--- src/hdl/spi_flash_defs.svh ---
`ifndef SPI_FLASH_DEFS_SVH
`define SPI_FLASH_DEFS_SVH

// Controller side field widths
`define SPI_DATA_W 32
`define SPI_ADDR_W 24
`define SPI_COM_W 8
`define SPI_CTYP_W 3

// Longest frame is opcode + address + data
`define SPI_FRAME_W 64

// Bit counter holds 1 to 64
`define SPI_BCNT_W 7

// clk cycles per sclk period, even and at least 2
`define SPI_CLK_DIV 4

`endif
--- src/hdl/spi_flash_pkg.sv ---
`default_nettype none

`include "spi_flash_defs.svh"

package spi_flash_pkg;

	// Command types as encoded on commtype
	typedef enum logic [`SPI_CTYP_W-1:0] {
		CT_CMD           = 3'b000, // Opcode only
		CT_CMD_RD        = 3'b001, // Opcode, then 32-bit answer
		CT_CMD_ADDR_RD   = 3'b010, // Opcode + address, then answer
		CT_CMD_DATA      = 3'b011, // Opcode + data word
		CT_CMD_ADDR_DATA = 3'b100, // Opcode + address + data word
		CT_CMD_ADDR      = 3'b101,
		CT_NONE          = 3'b111  // Idle marker, never starts a transfer
	} cmd_type_e;

	// One controller request, 67 bits
	typedef struct packed {
		cmd_type_e                ctype;
		logic [`SPI_COM_W-1:0]    command;
		logic [`SPI_ADDR_W-1:0]   address;
		logic [`SPI_DATA_W-1:0]   data;
	} spi_req_t;

	// Frame with address after the opcode
	typedef struct packed {
		logic [`SPI_COM_W-1:0]    opcode;
		logic [`SPI_ADDR_W-1:0]   address;
		logic [`SPI_DATA_W-1:0]   data;
	} frame_addr_t;

	// Frame with data right after the opcode
	typedef struct packed {
		logic [`SPI_COM_W-1:0]    opcode;
		logic [`SPI_DATA_W-1:0]   data;
		logic [`SPI_ADDR_W-1:0]   pad;
	} frame_direct_t;

	// Same 64 bits, read either way
	typedef union packed {
		frame_addr_t   addr_v;
		frame_direct_t direct_v;
	} spi_frame_u;

	typedef struct packed {
		spi_frame_u               frame;
		logic [`SPI_BCNT_W-1:0]   nbits;         // Bits sent on mosi, MSB first
		logic                     expect_answer; // 32 miso bits follow
	} frame_desc_t;

endpackage

`default_nettype wire

--- src/hdl/spi_flash_ctrl.sv ---
`timescale 1ns/1ps
`default_nettype none

`include "spi_flash_defs.svh"

module spi_flash_ctrl (
	input  wire                     clk,
	input  wire                     rst,

	// Controller side
	input  wire [`SPI_DATA_W-1:0]   data_in,
	input  wire [`SPI_ADDR_W-1:0]   address,
	input  wire [`SPI_COM_W-1:0]    command,
	input  wire [`SPI_CTYP_W-1:0]   commtype,
	input  wire                     validflag,
	output logic [`SPI_DATA_W-1:0]  data_out,
	output logic                    validflag_out,
	output logic                    tready,

	// Flash pins
	output logic                    sclk,
	output logic                    ss,
	output logic                    mosi,
	input  wire                     miso
);

	import spi_flash_pkg::*;

	spi_req_t    req;
	frame_desc_t desc;
	logic        start;
	logic        active;
	logic        sclk_rise;
	logic        sclk_fall;

	// Code 110 and CT_NONE are dropped by the builder
	assign req = '{
		ctype:   cmd_type_e'(commtype),
		command: command,
		address: address,
		data:    data_in
	};

	spi_frame_builder u_builder (
		.clk       (clk),
		.rst       (rst),
		.req       (req),
		.req_valid (validflag),
		.ready     (tready),
		.desc      (desc),
		.start     (start)
	);

	spi_shift_engine u_engine (
		.clk           (clk),
		.rst           (rst),
		.desc          (desc),
		.start         (start),
		.sclk_rise     (sclk_rise),
		.sclk_fall     (sclk_fall),
		.miso          (miso),
		.active        (active),
		.ss            (ss),
		.mosi          (mosi),
		.data_out      (data_out),
		.validflag_out (validflag_out),
		.tready        (tready)
	);

	spi_sclk_gen u_sclk_gen (
		.clk       (clk),
		.rst       (rst),
		.active    (active),
		.sclk      (sclk),
		.sclk_rise (sclk_rise),
		.sclk_fall (sclk_fall)
	);

endmodule

`default_nettype wire

--- src/hdl/spi_shift_engine.sv ---
`timescale 1ns/1ps
`default_nettype none

`include "spi_flash_defs.svh"

module spi_shift_engine (
	input  wire                              clk,
	input  wire                              rst,
	input  wire spi_flash_pkg::frame_desc_t  desc,
	input  wire                              start,
	input  wire                              sclk_rise,
	input  wire                              sclk_fall,
	input  wire                              miso,
	output logic                             active,
	output logic                             ss,
	output logic                             mosi,
	output logic [`SPI_DATA_W-1:0]           data_out,
	output logic                             validflag_out,
	output logic                             tready
);

	localparam int RX_CNT_W = $clog2(`SPI_DATA_W + 1);

	typedef enum logic [1:0] {
		IDLE,
		SEND,
		RECV,
		DONE
	} state_t;

	state_t                   state;
	logic [`SPI_FRAME_W-1:0]  tx_sr;     // MSB is the next bit out
	logic [`SPI_BCNT_W-1:0]   bits_left; // Includes the bit on mosi now
	logic                     want_rx;
	logic [RX_CNT_W-1:0]      rx_left;
	logic [`SPI_DATA_W-1:0]   rx_sr;

	// Low as soon as a start is pending, back high once ss has risen
	assign tready = (state == IDLE) && !start;

	always_ff @(posedge clk or posedge rst) begin
		if (rst) begin
			state         <= IDLE;
			ss            <= 1'b1;
			active        <= 1'b0;
			mosi          <= 1'b0;
			validflag_out <= 1'b0;
			data_out      <= '1; // Erased flash reads as ones
		end else begin
			validflag_out <= 1'b0;
			case (state)
				IDLE: begin
					if (start) begin
						state <= SEND;
					end
				end
				SEND: begin
					if (ss) begin
						// First bit goes out together with ss falling
						ss     <= 1'b0;
						active <= 1'b1;
						mosi   <= tx_sr[`SPI_FRAME_W-1];
					end else if (sclk_fall) begin
						if (bits_left == `SPI_BCNT_W'd1) begin
							if (want_rx) begin
								state <= RECV; // ss stays low for the answer
							end else begin
								ss     <= 1'b1;
								active <= 1'b0;
								state  <= DONE;
							end
						end else begin
							mosi <= tx_sr[`SPI_FRAME_W-1];
						end
					end
				end
				RECV: begin
					if (sclk_fall && rx_left == '0) begin
						ss            <= 1'b1;
						active        <= 1'b0;
						data_out      <= rx_sr;
						validflag_out <= 1'b1;
						state         <= DONE;
					end
				end
				DONE: begin
					state <= IDLE;
				end
				default: state <= IDLE;
			endcase
		end
	end

	always_ff @(posedge clk) begin
		case (state)
			IDLE: begin
				if (start) begin
					tx_sr     <= desc.frame;
					bits_left <= desc.nbits;
					want_rx   <= desc.expect_answer;
					rx_left   <= RX_CNT_W'(`SPI_DATA_W);
				end
			end
			SEND: begin
				if (ss) begin
					tx_sr <= tx_sr << 1;
				end else if (sclk_fall) begin
					tx_sr     <= tx_sr << 1;
					bits_left <= bits_left - 1'b1;
				end
			end
			RECV: begin
				// Slave drives on the falling edge, sample on the rising one
				if (sclk_rise && rx_left != '0) begin
					rx_sr   <= {rx_sr[`SPI_DATA_W-2:0], miso};
					rx_left <= rx_left - 1'b1;
				end
			end
			default: ;
		endcase
	end

endmodule

`default_nettype wire

--- src/hdl/spi_frame_builder.sv ---
`timescale 1ns/1ps
`default_nettype none

`include "spi_flash_defs.svh"

module spi_frame_builder (
	input  wire                         clk,
	input  wire                         rst,
	input  wire spi_flash_pkg::spi_req_t req,
	input  wire                         req_valid,
	input  wire                         ready,
	output spi_flash_pkg::frame_desc_t  desc,
	output logic                        start
);

	import spi_flash_pkg::*;

	// Bits on mosi per type
	localparam logic [`SPI_BCNT_W-1:0] NB_CMD       = `SPI_BCNT_W'd8;
	localparam logic [`SPI_BCNT_W-1:0] NB_CMD_ADDR  = `SPI_BCNT_W'd32; // Read setup
	localparam logic [`SPI_BCNT_W-1:0] NB_40        = `SPI_BCNT_W'd40;
	localparam logic [`SPI_BCNT_W-1:0] NB_FULL      = `SPI_BCNT_W'd64;

	logic                     accept;
	cmd_type_e                ctype_q;
	logic [`SPI_COM_W-1:0]    opcode_q;
	logic [`SPI_ADDR_W-1:0]   addr_q;
	logic [`SPI_DATA_W-1:0]   data_q;

	function automatic logic type_known(input cmd_type_e t);
		case (t)
			CT_CMD, CT_CMD_RD, CT_CMD_ADDR_RD,
			CT_CMD_DATA, CT_CMD_ADDR_DATA, CT_CMD_ADDR: type_known = 1'b1;
			default:                                    type_known = 1'b0;
		endcase
	endfunction

	assign accept = req_valid && ready;

	always_ff @(posedge clk or posedge rst) begin
		if (rst) begin
			ctype_q <= CT_NONE;
			start   <= 1'b0;
		end else begin
			start <= accept && type_known(req.ctype); // Unknown codes never launch
			if (accept) begin
				ctype_q <= req.ctype;
			end
		end
	end

	// Opcode, address and data of the accepted request
	always_ff @(posedge clk) begin
		if (accept) begin
			opcode_q <= req.command;
			addr_q   <= req.address;
			data_q   <= req.data;
		end
	end

	always_comb begin
		desc.frame.addr_v   = '{opcode: opcode_q, address: addr_q, data: data_q};
		desc.nbits          = '0;
		desc.expect_answer  = 1'b0;
		case (ctype_q)
			CT_CMD: begin
				desc.nbits = NB_CMD;
			end
			CT_CMD_RD: begin
				desc.nbits         = NB_CMD;
				desc.expect_answer = 1'b1;
			end
			CT_CMD_ADDR_RD: begin
				desc.nbits         = NB_CMD_ADDR;
				desc.expect_answer = 1'b1;
			end
			CT_CMD_DATA: begin
				// Data word sits right behind the opcode here
				desc.frame.direct_v = '{opcode: opcode_q, data: data_q, pad: '0};
				desc.nbits          = NB_40;
			end
			CT_CMD_ADDR_DATA: begin
				desc.nbits = NB_FULL;
			end
			CT_CMD_ADDR: begin
				desc.nbits = NB_40; // Opcode, address and top data byte
			end
			default: ;
		endcase
	end

endmodule

`default_nettype wire

--- src/hdl/spi_sclk_gen.sv ---
`timescale 1ns/1ps
`default_nettype none

`include "spi_flash_defs.svh"

module spi_sclk_gen (
	input  wire  clk,
	input  wire  rst,
	input  wire  active,
	output logic sclk,
	output logic sclk_rise,
	output logic sclk_fall
);

	localparam int CNT_W = ($clog2(`SPI_CLK_DIV) > 0) ? $clog2(`SPI_CLK_DIV) : 1;
	localparam logic [CNT_W-1:0] RISE_AT = CNT_W'(`SPI_CLK_DIV / 2 - 1);
	localparam logic [CNT_W-1:0] FALL_AT = CNT_W'(`SPI_CLK_DIV - 1);

	logic [CNT_W-1:0] cnt;

	// Held at zero while idle, so each transfer opens with a full low half
	always_ff @(posedge clk or posedge rst) begin
		if (rst) begin
			cnt <= '0;
		end else if (!active || cnt == FALL_AT) begin
			cnt <= '0;
		end else begin
			cnt <= cnt + 1'b1;
		end
	end

	// Strobes lead the sclk edge by one clk
	assign sclk_rise = active && (cnt == RISE_AT);
	assign sclk_fall = active && (cnt == FALL_AT);

	always_ff @(posedge clk or posedge rst) begin
		if (rst) begin
			sclk <= 1'b0;
		end else if (!active) begin
			sclk <= 1'b0; // Mode 0 idles low
		end else if (sclk_rise) begin
			sclk <= 1'b1;
		end else if (sclk_fall) begin
			sclk <= 1'b0;
		end
	end

endmodule

`default_nettype wire

--- config.mk ---
export PLATFORM = sky130hd
export DESIGN_NAME = spi_flash_ctrl
export DESIGN_NICKNAME = d
export VERILOG_FILES = /design/src/hdl/spi_flash_pkg.sv /design/src/hdl/spi_flash_ctrl.sv /design/src/hdl/spi_shift_engine.sv /design/src/hdl/spi_frame_builder.sv /design/src/hdl/spi_sclk_gen.sv
export VERILOG_INCLUDE_DIRS = /design/src /design/src/hdl
export SDC_FILE = /design/constraint.sdc
export NUM_CORES = 1
export LEC_CHECK = 0
export BUFFER_PORTS_ARGS = -buffer_cell sky130_fd_sc_hd__buf_2
export CAP_MARGIN = 30
export CELL_PAD_IN_SITES_DETAIL_PLACEMENT = 1
export CELL_PAD_IN_SITES_GLOBAL_PLACEMENT = 2
export CORE_ASPECT_RATIO = 0.6
export CORE_UTILIZATION = 40
export DETAILED_ROUTE_END_ITERATION = 8
export HOLD_SLACK_MARGIN = 0.15
export PLACE_DENSITY_LB_ADDON = 0.12
export SETUP_SLACK_MARGIN = 0.5
export SLEW_MARGIN = 20
export SYNTH_ARGS = -nofsm -noshare
export SYNTH_HDL_FRONTEND = slang
export SYNTH_SLANG_ARGS = --single-unit
export TNS_END_PERCENT = 1
--- constraint.sdc ---
create_clock -name clk -period 7.4 [get_ports clk]
set_clock_uncertainty 0.1 [all_clocks]
set_input_delay 0.37 -clock clk [delete_from_list [all_inputs] [get_ports clk]]
set_output_delay 0.37 -clock clk [all_outputs]
set_load 0.1 [all_outputs]
Yosys cells after proc, flatten, opt, wreduce, memory -nomap -nowiden --
Index checks and enable logic that the tools add are counted.
Word-level totals: bits in registers 219, bits of input ports 71, output and inout port bits 37, logic and storage cells 124
Cells by class: $add $sub $neg 3, equality and inequality tests 27, muxes and demuxes 43, reduce and logical (&&, ||, !) cells 33
Operator list (count):
- 64-bit 2-to-1 mux | 3
- 64-bit case mux with 2 select lines | 1
- 56-bit 2-to-1 mux | 1
- 7-bit case mux with 4 select lines | 1
- 1-bit 2-to-1 mux | 21
- 7-bit 2-to-1 mux | 3
- 7-bit case mux with 2 select lines | 1
- 3-bit by 2-bit equality test with 1-bit output (second input constant) | 4
- 3-bit equality test (second input constant) | 4
- 2-bit 2-to-1 mux | 6
- 6-bit 2-to-1 mux | 2
- 6-bit case mux with 2 select lines | 1
- 2-bit by 1-bit != test with 1-bit output (second input constant) | 5
- 5-bit AND reduction | 2
- 3-bit by 1-bit != test with 1-bit output (second input constant) | 3
- 3-bit AND reduction | 3
- 2-bit case mux with 4 select lines | 1
- 2-bit AND reduction | 4
- 2-bit nonzero test | 4
- 7-bit by 1-bit equality test with 1-bit output (second input constant) | 1
- 1-bit logical AND | 7
- 7-bit by 1-bit subtractor with 7-bit output (second input constant) | 1
- 2-bit equality test (second input constant) | 3
- 3-bit by 1-bit equality test with 1-bit output (second input constant) | 2
- 15 further kinds | 22

Logic depth before layout (Yosys ltp) --
depth after elaboration 5, depth in mapped cells 8

Cells and area by module --
Synthesis repeated with hierarchy kept, for this count alone.
Unflattened totals: cell total of the unflattened synthesis 514, area total of the unflattened synthesis 9103.7 µm²
By module, submodules not included:
- spi_shift_engine | times used 1, cells an instance 349, area each 6174.7 µm², sequential area each 4295.4 µm²
- spi_frame_builder | times used 1, cells an instance 151, area each 2781.4 µm², sequential area each 2025.7 µm²
- spi_sclk_gen | times used 1, cells an instance 14, area each 147.6 µm², sequential area each 75.1 µm²

Least setup slack after synthesis --
No wires, ideal clock.
kind flip-flop to flip-flop, start register u_engine.state[1], end register u_engine.tx_sr[0], enable pin, data arrival time 4.734 ns, data required time 6.776 ns, setup slack 2.042 ns, stages on the path, launching flop included 7, buffers on the path 3, clock period less this slack 5.358 ns, path through dfrtp_1 inv_1 ha_1 buf_2 clkbuf_1 clkbuf_1 a31oi_1
Between the ends: cells in the longest elaborated chain, start to end 3, elaborated cells on any way between the ends 6, classes of those cells eq/ne: 3; reduce/logical: 3
RTL lines:
- start: declaration | line spi_shift_engine.sv:31 | state_t state;
- start signal: assignment | line spi_shift_engine.sv:43 | state <= IDLE;
- start signal: assignment | line spi_shift_engine.sv:54 | state <= SEND;
- start signal: assignment | line spi_shift_engine.sv:66 | state <= RECV;
- 2-bit by 1-bit equality test with 1-bit output / 2-bit zero test (equally long branches) | line spi_shift_engine.sv:95 | case (state)
- 3-bit by 1-bit != test with 1-bit output (no source line), or another cell as far along
- 3-bit AND reduction (no source line) (*)
- end signal: assignment | line spi_shift_engine.sv:98 | tx_sr <= desc.frame;
- end signal: assignment | line spi_shift_engine.sv:106 | tx_sr <= tx_sr << 1;
- end signal: assignment | line spi_shift_engine.sv:108 | tx_sr <= tx_sr << 1;
- end: declaration | line spi_shift_engine.sv:32 | logic [`SPI_FRAME_W-1:0] tx_sr;
Every way passes the cells marked *; elsewhere a longest branch is shown, timed or not. A chain may end at the register's enable or synchronous reset.

Worst setup path after layout --
start register u_engine.state[1], end register u_engine.bits_left[1], enable pin
Between the ends: cells in the longest elaborated chain, start to end 3, elaborated cells on any way between the ends 7, classes of those cells eq/ne: 4; reduce/logical: 3
RTL lines:
- 2-bit by 1-bit equality test with 1-bit output / 2-bit zero test (equally long branches) | line spi_shift_engine.sv:95
- 2-bit by 1-bit != test with 1-bit output (no source line), or another cell as far along
- 4-bit AND reduction (no source line) (*)
- end signal: assignment | line spi_shift_engine.sv:99 | bits_left <= desc.nbits;
- end signal: assignment | line spi_shift_engine.sv:109 | bits_left <= bits_left - 1'b1;
- end: declaration | line spi_shift_engine.sv:33 | logic [`SPI_BCNT_W-1:0] bits_left;
Marked as above.

==> flow_metrics.env <==
export IMPL_maxCapViolations=0
export IMPL_grt_pass1_vias=5581
export IMPL_r2r_end="u_engine.bits_left[1]"
export IMPL_hold_class="in2reg"
export IMPL_layout_commonest_cell="nand2_1"
export IMPL_yosys_warnings=0
export IMPL_synth_ff_type="edfxtp_1"
export IMPL_wirelength_mm=17.97
export IMPL_synth_nets=706
export IMPL_cp_arrival_ns=2.84
export IMPL_routabilityCongestion=0.7568
export IMPL_placed_area_um2=9465
export IMPL_drive_gt1_frac=0.2518
export IMPL_io_buffers=107
export IMPL_crit_required_ns=7.43
export IMPL_vias=5281
export IMPL_vias_per_cell=4.797
export IMPL_yosys_top_cells_area="edfxtp_1 61%, dfstp_2 11%, nand2_1 7.9%"
export IMPL_total_power_mw=4.070
export IMPL_clkTransAtPathRegs_ns=0.06
export IMPL_grt_antenna_before_repair=0
export IMPL_async_reset_ff_frac=0.2055
export IMPL_hold_ws_ns=0.2557
export IMPL_grtUsageTotal=0.1686
export IMPL_r2r_slack_ns=4.59
export IMPL_die_w_um=191.3
export IMPL_dpl_hpwl_mm=10.87
export IMPL_clk_path_buf_depth=3
export IMPL_grt_pass1_wl_mm=29.08
export IMPL_crit_fanout=95
export IMPL_fin_area_um2=10840
export IMPL_syn_to_final_growth_pct=26.12
export IMPL_ant_nets=0
export IMPL_rsz0062_at_grt="no"
export IMPL_rows=41
export IMPL_drv_slew=0
export IMPL_finalSetupTns_ns=0
export IMPL_wl_per_cell_um=16.32
export IMPL_root_buffer="clkbuf_16"
export IMPL_period_share=0.3797
export IMPL_initial_core_util=0.4088
export IMPL_core_um2=21030
export IMPL_synth_edff_count=174
export IMPL_numCtsBuffers=21
export IMPL_worstSkewPairLatency_ns=0.50
export IMPL_cts_tree="built"
export IMPL_nets=886
export IMPL_avgSynthCellArea_um2=13.71
export IMPL_min_to="u_builder.ctype_q[2]"
export IMPL_synthesis_area_um2=8598
export IMPL_cts_resized=0
export IMPL_drt_iter0_markers=264
export IMPL_ys_ff_latch=219
export IMPL_fmax_ghz=0.3559
export IMPL_grt_max_degree=96
export IMPL_hold_depth=3
export IMPL_die_h_um=115.6
export IMPL_path_class="reg2reg"
export IMPL_final_cell_mix="181 x nand2_1, 174 x edfxtp_1, 107 x buf_2"
export IMPL_cts_htree_levels=1
export IMPL_max_slew_margin=0.4094
export IMPL_layout_min_cycle_time_ns=2.810
export IMPL_finalSetupViolations=0
export IMPL_synth_top_area_frac=0.6077
export IMPL_route_detailed_drc=0
export IMPL_reg2reg_from="u_engine.state[1]"
export IMPL_startpoint_type="flop"
export IMPL_yosysUniqueCellTypes=43
export IMPL_fill_cells=2153
export IMPL_status="complete, no violations"
export IMPL_p_per_area_nw_per_um2=375.3
export IMPL_hold_viol=0
export IMPL_die_area_um2=22100
export IMPL_clock_sinks=219
export IMPL_io_pins=108
export IMPL_min_from="validflag"
export IMPL_synth_top_area_cell="edfxtp_1"
export IMPL_cp_end_kind="flop"
export IMPL_diodes=0
export IMPL_tightest_slew_ns=0.8859
export IMPL_leakage_nw=4.428
export IMPL_overflow=0
export IMPL_ir_worst_vdd_mv=0.2070
export IMPL_rr_worst_depth=5
export IMPL_dr_pass1_iters=4
export IMPL_ys_seq_area_frac=0.7439
export IMPL_syn_inst=627
## cell type report
cell class,count,area (um2),share of cell area
repair buffers,184,1289,0.1188
clock buffers,31,613.1,0.05654
flip-flops and latches,219,6396,0.5898
multi-input cells,366,2076,0.1914
inverters,15,56.30,0.005192
clock inverters,7,65.06,0.006000
well taps,279,349.1,0.03219
## per-layer routing
metal / GRT usage / vias to the layer above / wire length, um
li1: - / 2569 / -
met3: 0.03543 / 25 / 765
met2: 0.2686 / 96 / 8052
met4: 0.03968 / 0 / 289
met5: 0 / - / 0
met1: 0.2381 / 2591 / 8861
## stage by stage
| stage | setup slack [ns] | instances | utilization |
|---|---|---|---|
| 2_1_floorplan | 2.042 | 627 | - |
| 3_3_place_gp | 4.647 | 993 | 0.4500 |
| 3_5_place_dp | 4.532 | 993 | 0.4500 |
| 4_1_cts | 4.541 | 1101 | 0.5156 |
| 5_1_grt | 4.332 | 1101 | 0.5156 |
| 6_report | 4.590 | 1101 | 0.5156 |
## worst max-delay path, stage by stage, from the launching register on
cell	delay (ns)
dfrtp_1	0.41
inv_1	0.12
ha_4	0.39
buf_4	0.74
a31oi_1	0.18
nor2_1	0.49
## state kept, by name (all words and copies together), names as in the netlist, 2 cells and up
signal,cells
u_sclk_gen.cnt,2
u_engine.rx_sr,32
u_builder.opcode_q,8
u_builder.ctype_q,3
u_engine.rx_left,6
u_engine.state,2
u_engine.bits_left,7
u_builder.data_q,32
u_engine.tx_sr,64
u_builder.addr_q,24
u_engine.data_out,32
## Yosys cell counts, types with 2 or more instances
library cell / number
a31oi_1: 3
mux2i_1: 32
nand3_1: 2
nor2_1: 13
ha_1: 8
clkbuf_1: 19
and2_1: 4
dfstp_2: 36
nand2_1: 182
edfxtp_1: 174
nor2b_1: 6
inv_1: 14
dfrtp_1: 9
mux2_2: 12
o21ai_0: 61
buf_2: 8
nor3_1: 2
xor2_1: 4
a21oi_1: 8
nand2b_1: 5
xnor2_1: 3
## worst max-delay path by stage
| stage | cells past startpoint | to | slack, ns | startpoint |
|---|---|---|---|---|
| floorplan | 6 | u_engine.tx_sr[0] | 2.04 | u_engine.state[1] |
| global placement | 5 | u_engine.bits_left[1] | 4.65 | u_engine.state[1] |
| detailed placement | 5 | u_engine.bits_left[1] | 4.53 | u_engine.state[1] |
| CTS | 5 | u_engine.bits_left[1] | 4.54 | u_engine.state[1] |
| global route | 5 | u_engine.bits_left[1] | 4.33 | u_engine.state[1] |
| finish | 5 | u_engine.bits_left[1] | 4.59 | u_engine.state[1] |
## kinds of logic after synthesis
| family | synth area share |
|---|---|
| AOI/OAI and AO/OA | 0.05559 |
| xor gates and xnor gates | 0.007131 |
| adders and majority gates | 0.01164 |
| buffers and inverters | 0.01950 |
| DFF | 0.7439 |
| muxes | 0.05471 |
| and+or+nand+nor | 0.1075 |
## repair_timing
| action | in CTS | in global routing |
|---|---|---|
| hold buffers | 70 | 0 |
| endpoints found under the hold margin | 78 | 0 |
| setup buffers | 0 | 0 |
## power by group
group / internal [mW] / switching [mW] / total (mW)
sequential: 1.85 / 0.143 / 1.99
combinational: 0.338 / 0.683 / 1.02
clock: 0.611 / 0.451 / 1.06
total: 2.79 / 1.28 / 4.07
Note: power is estimated with default switching activity, not from simulation.
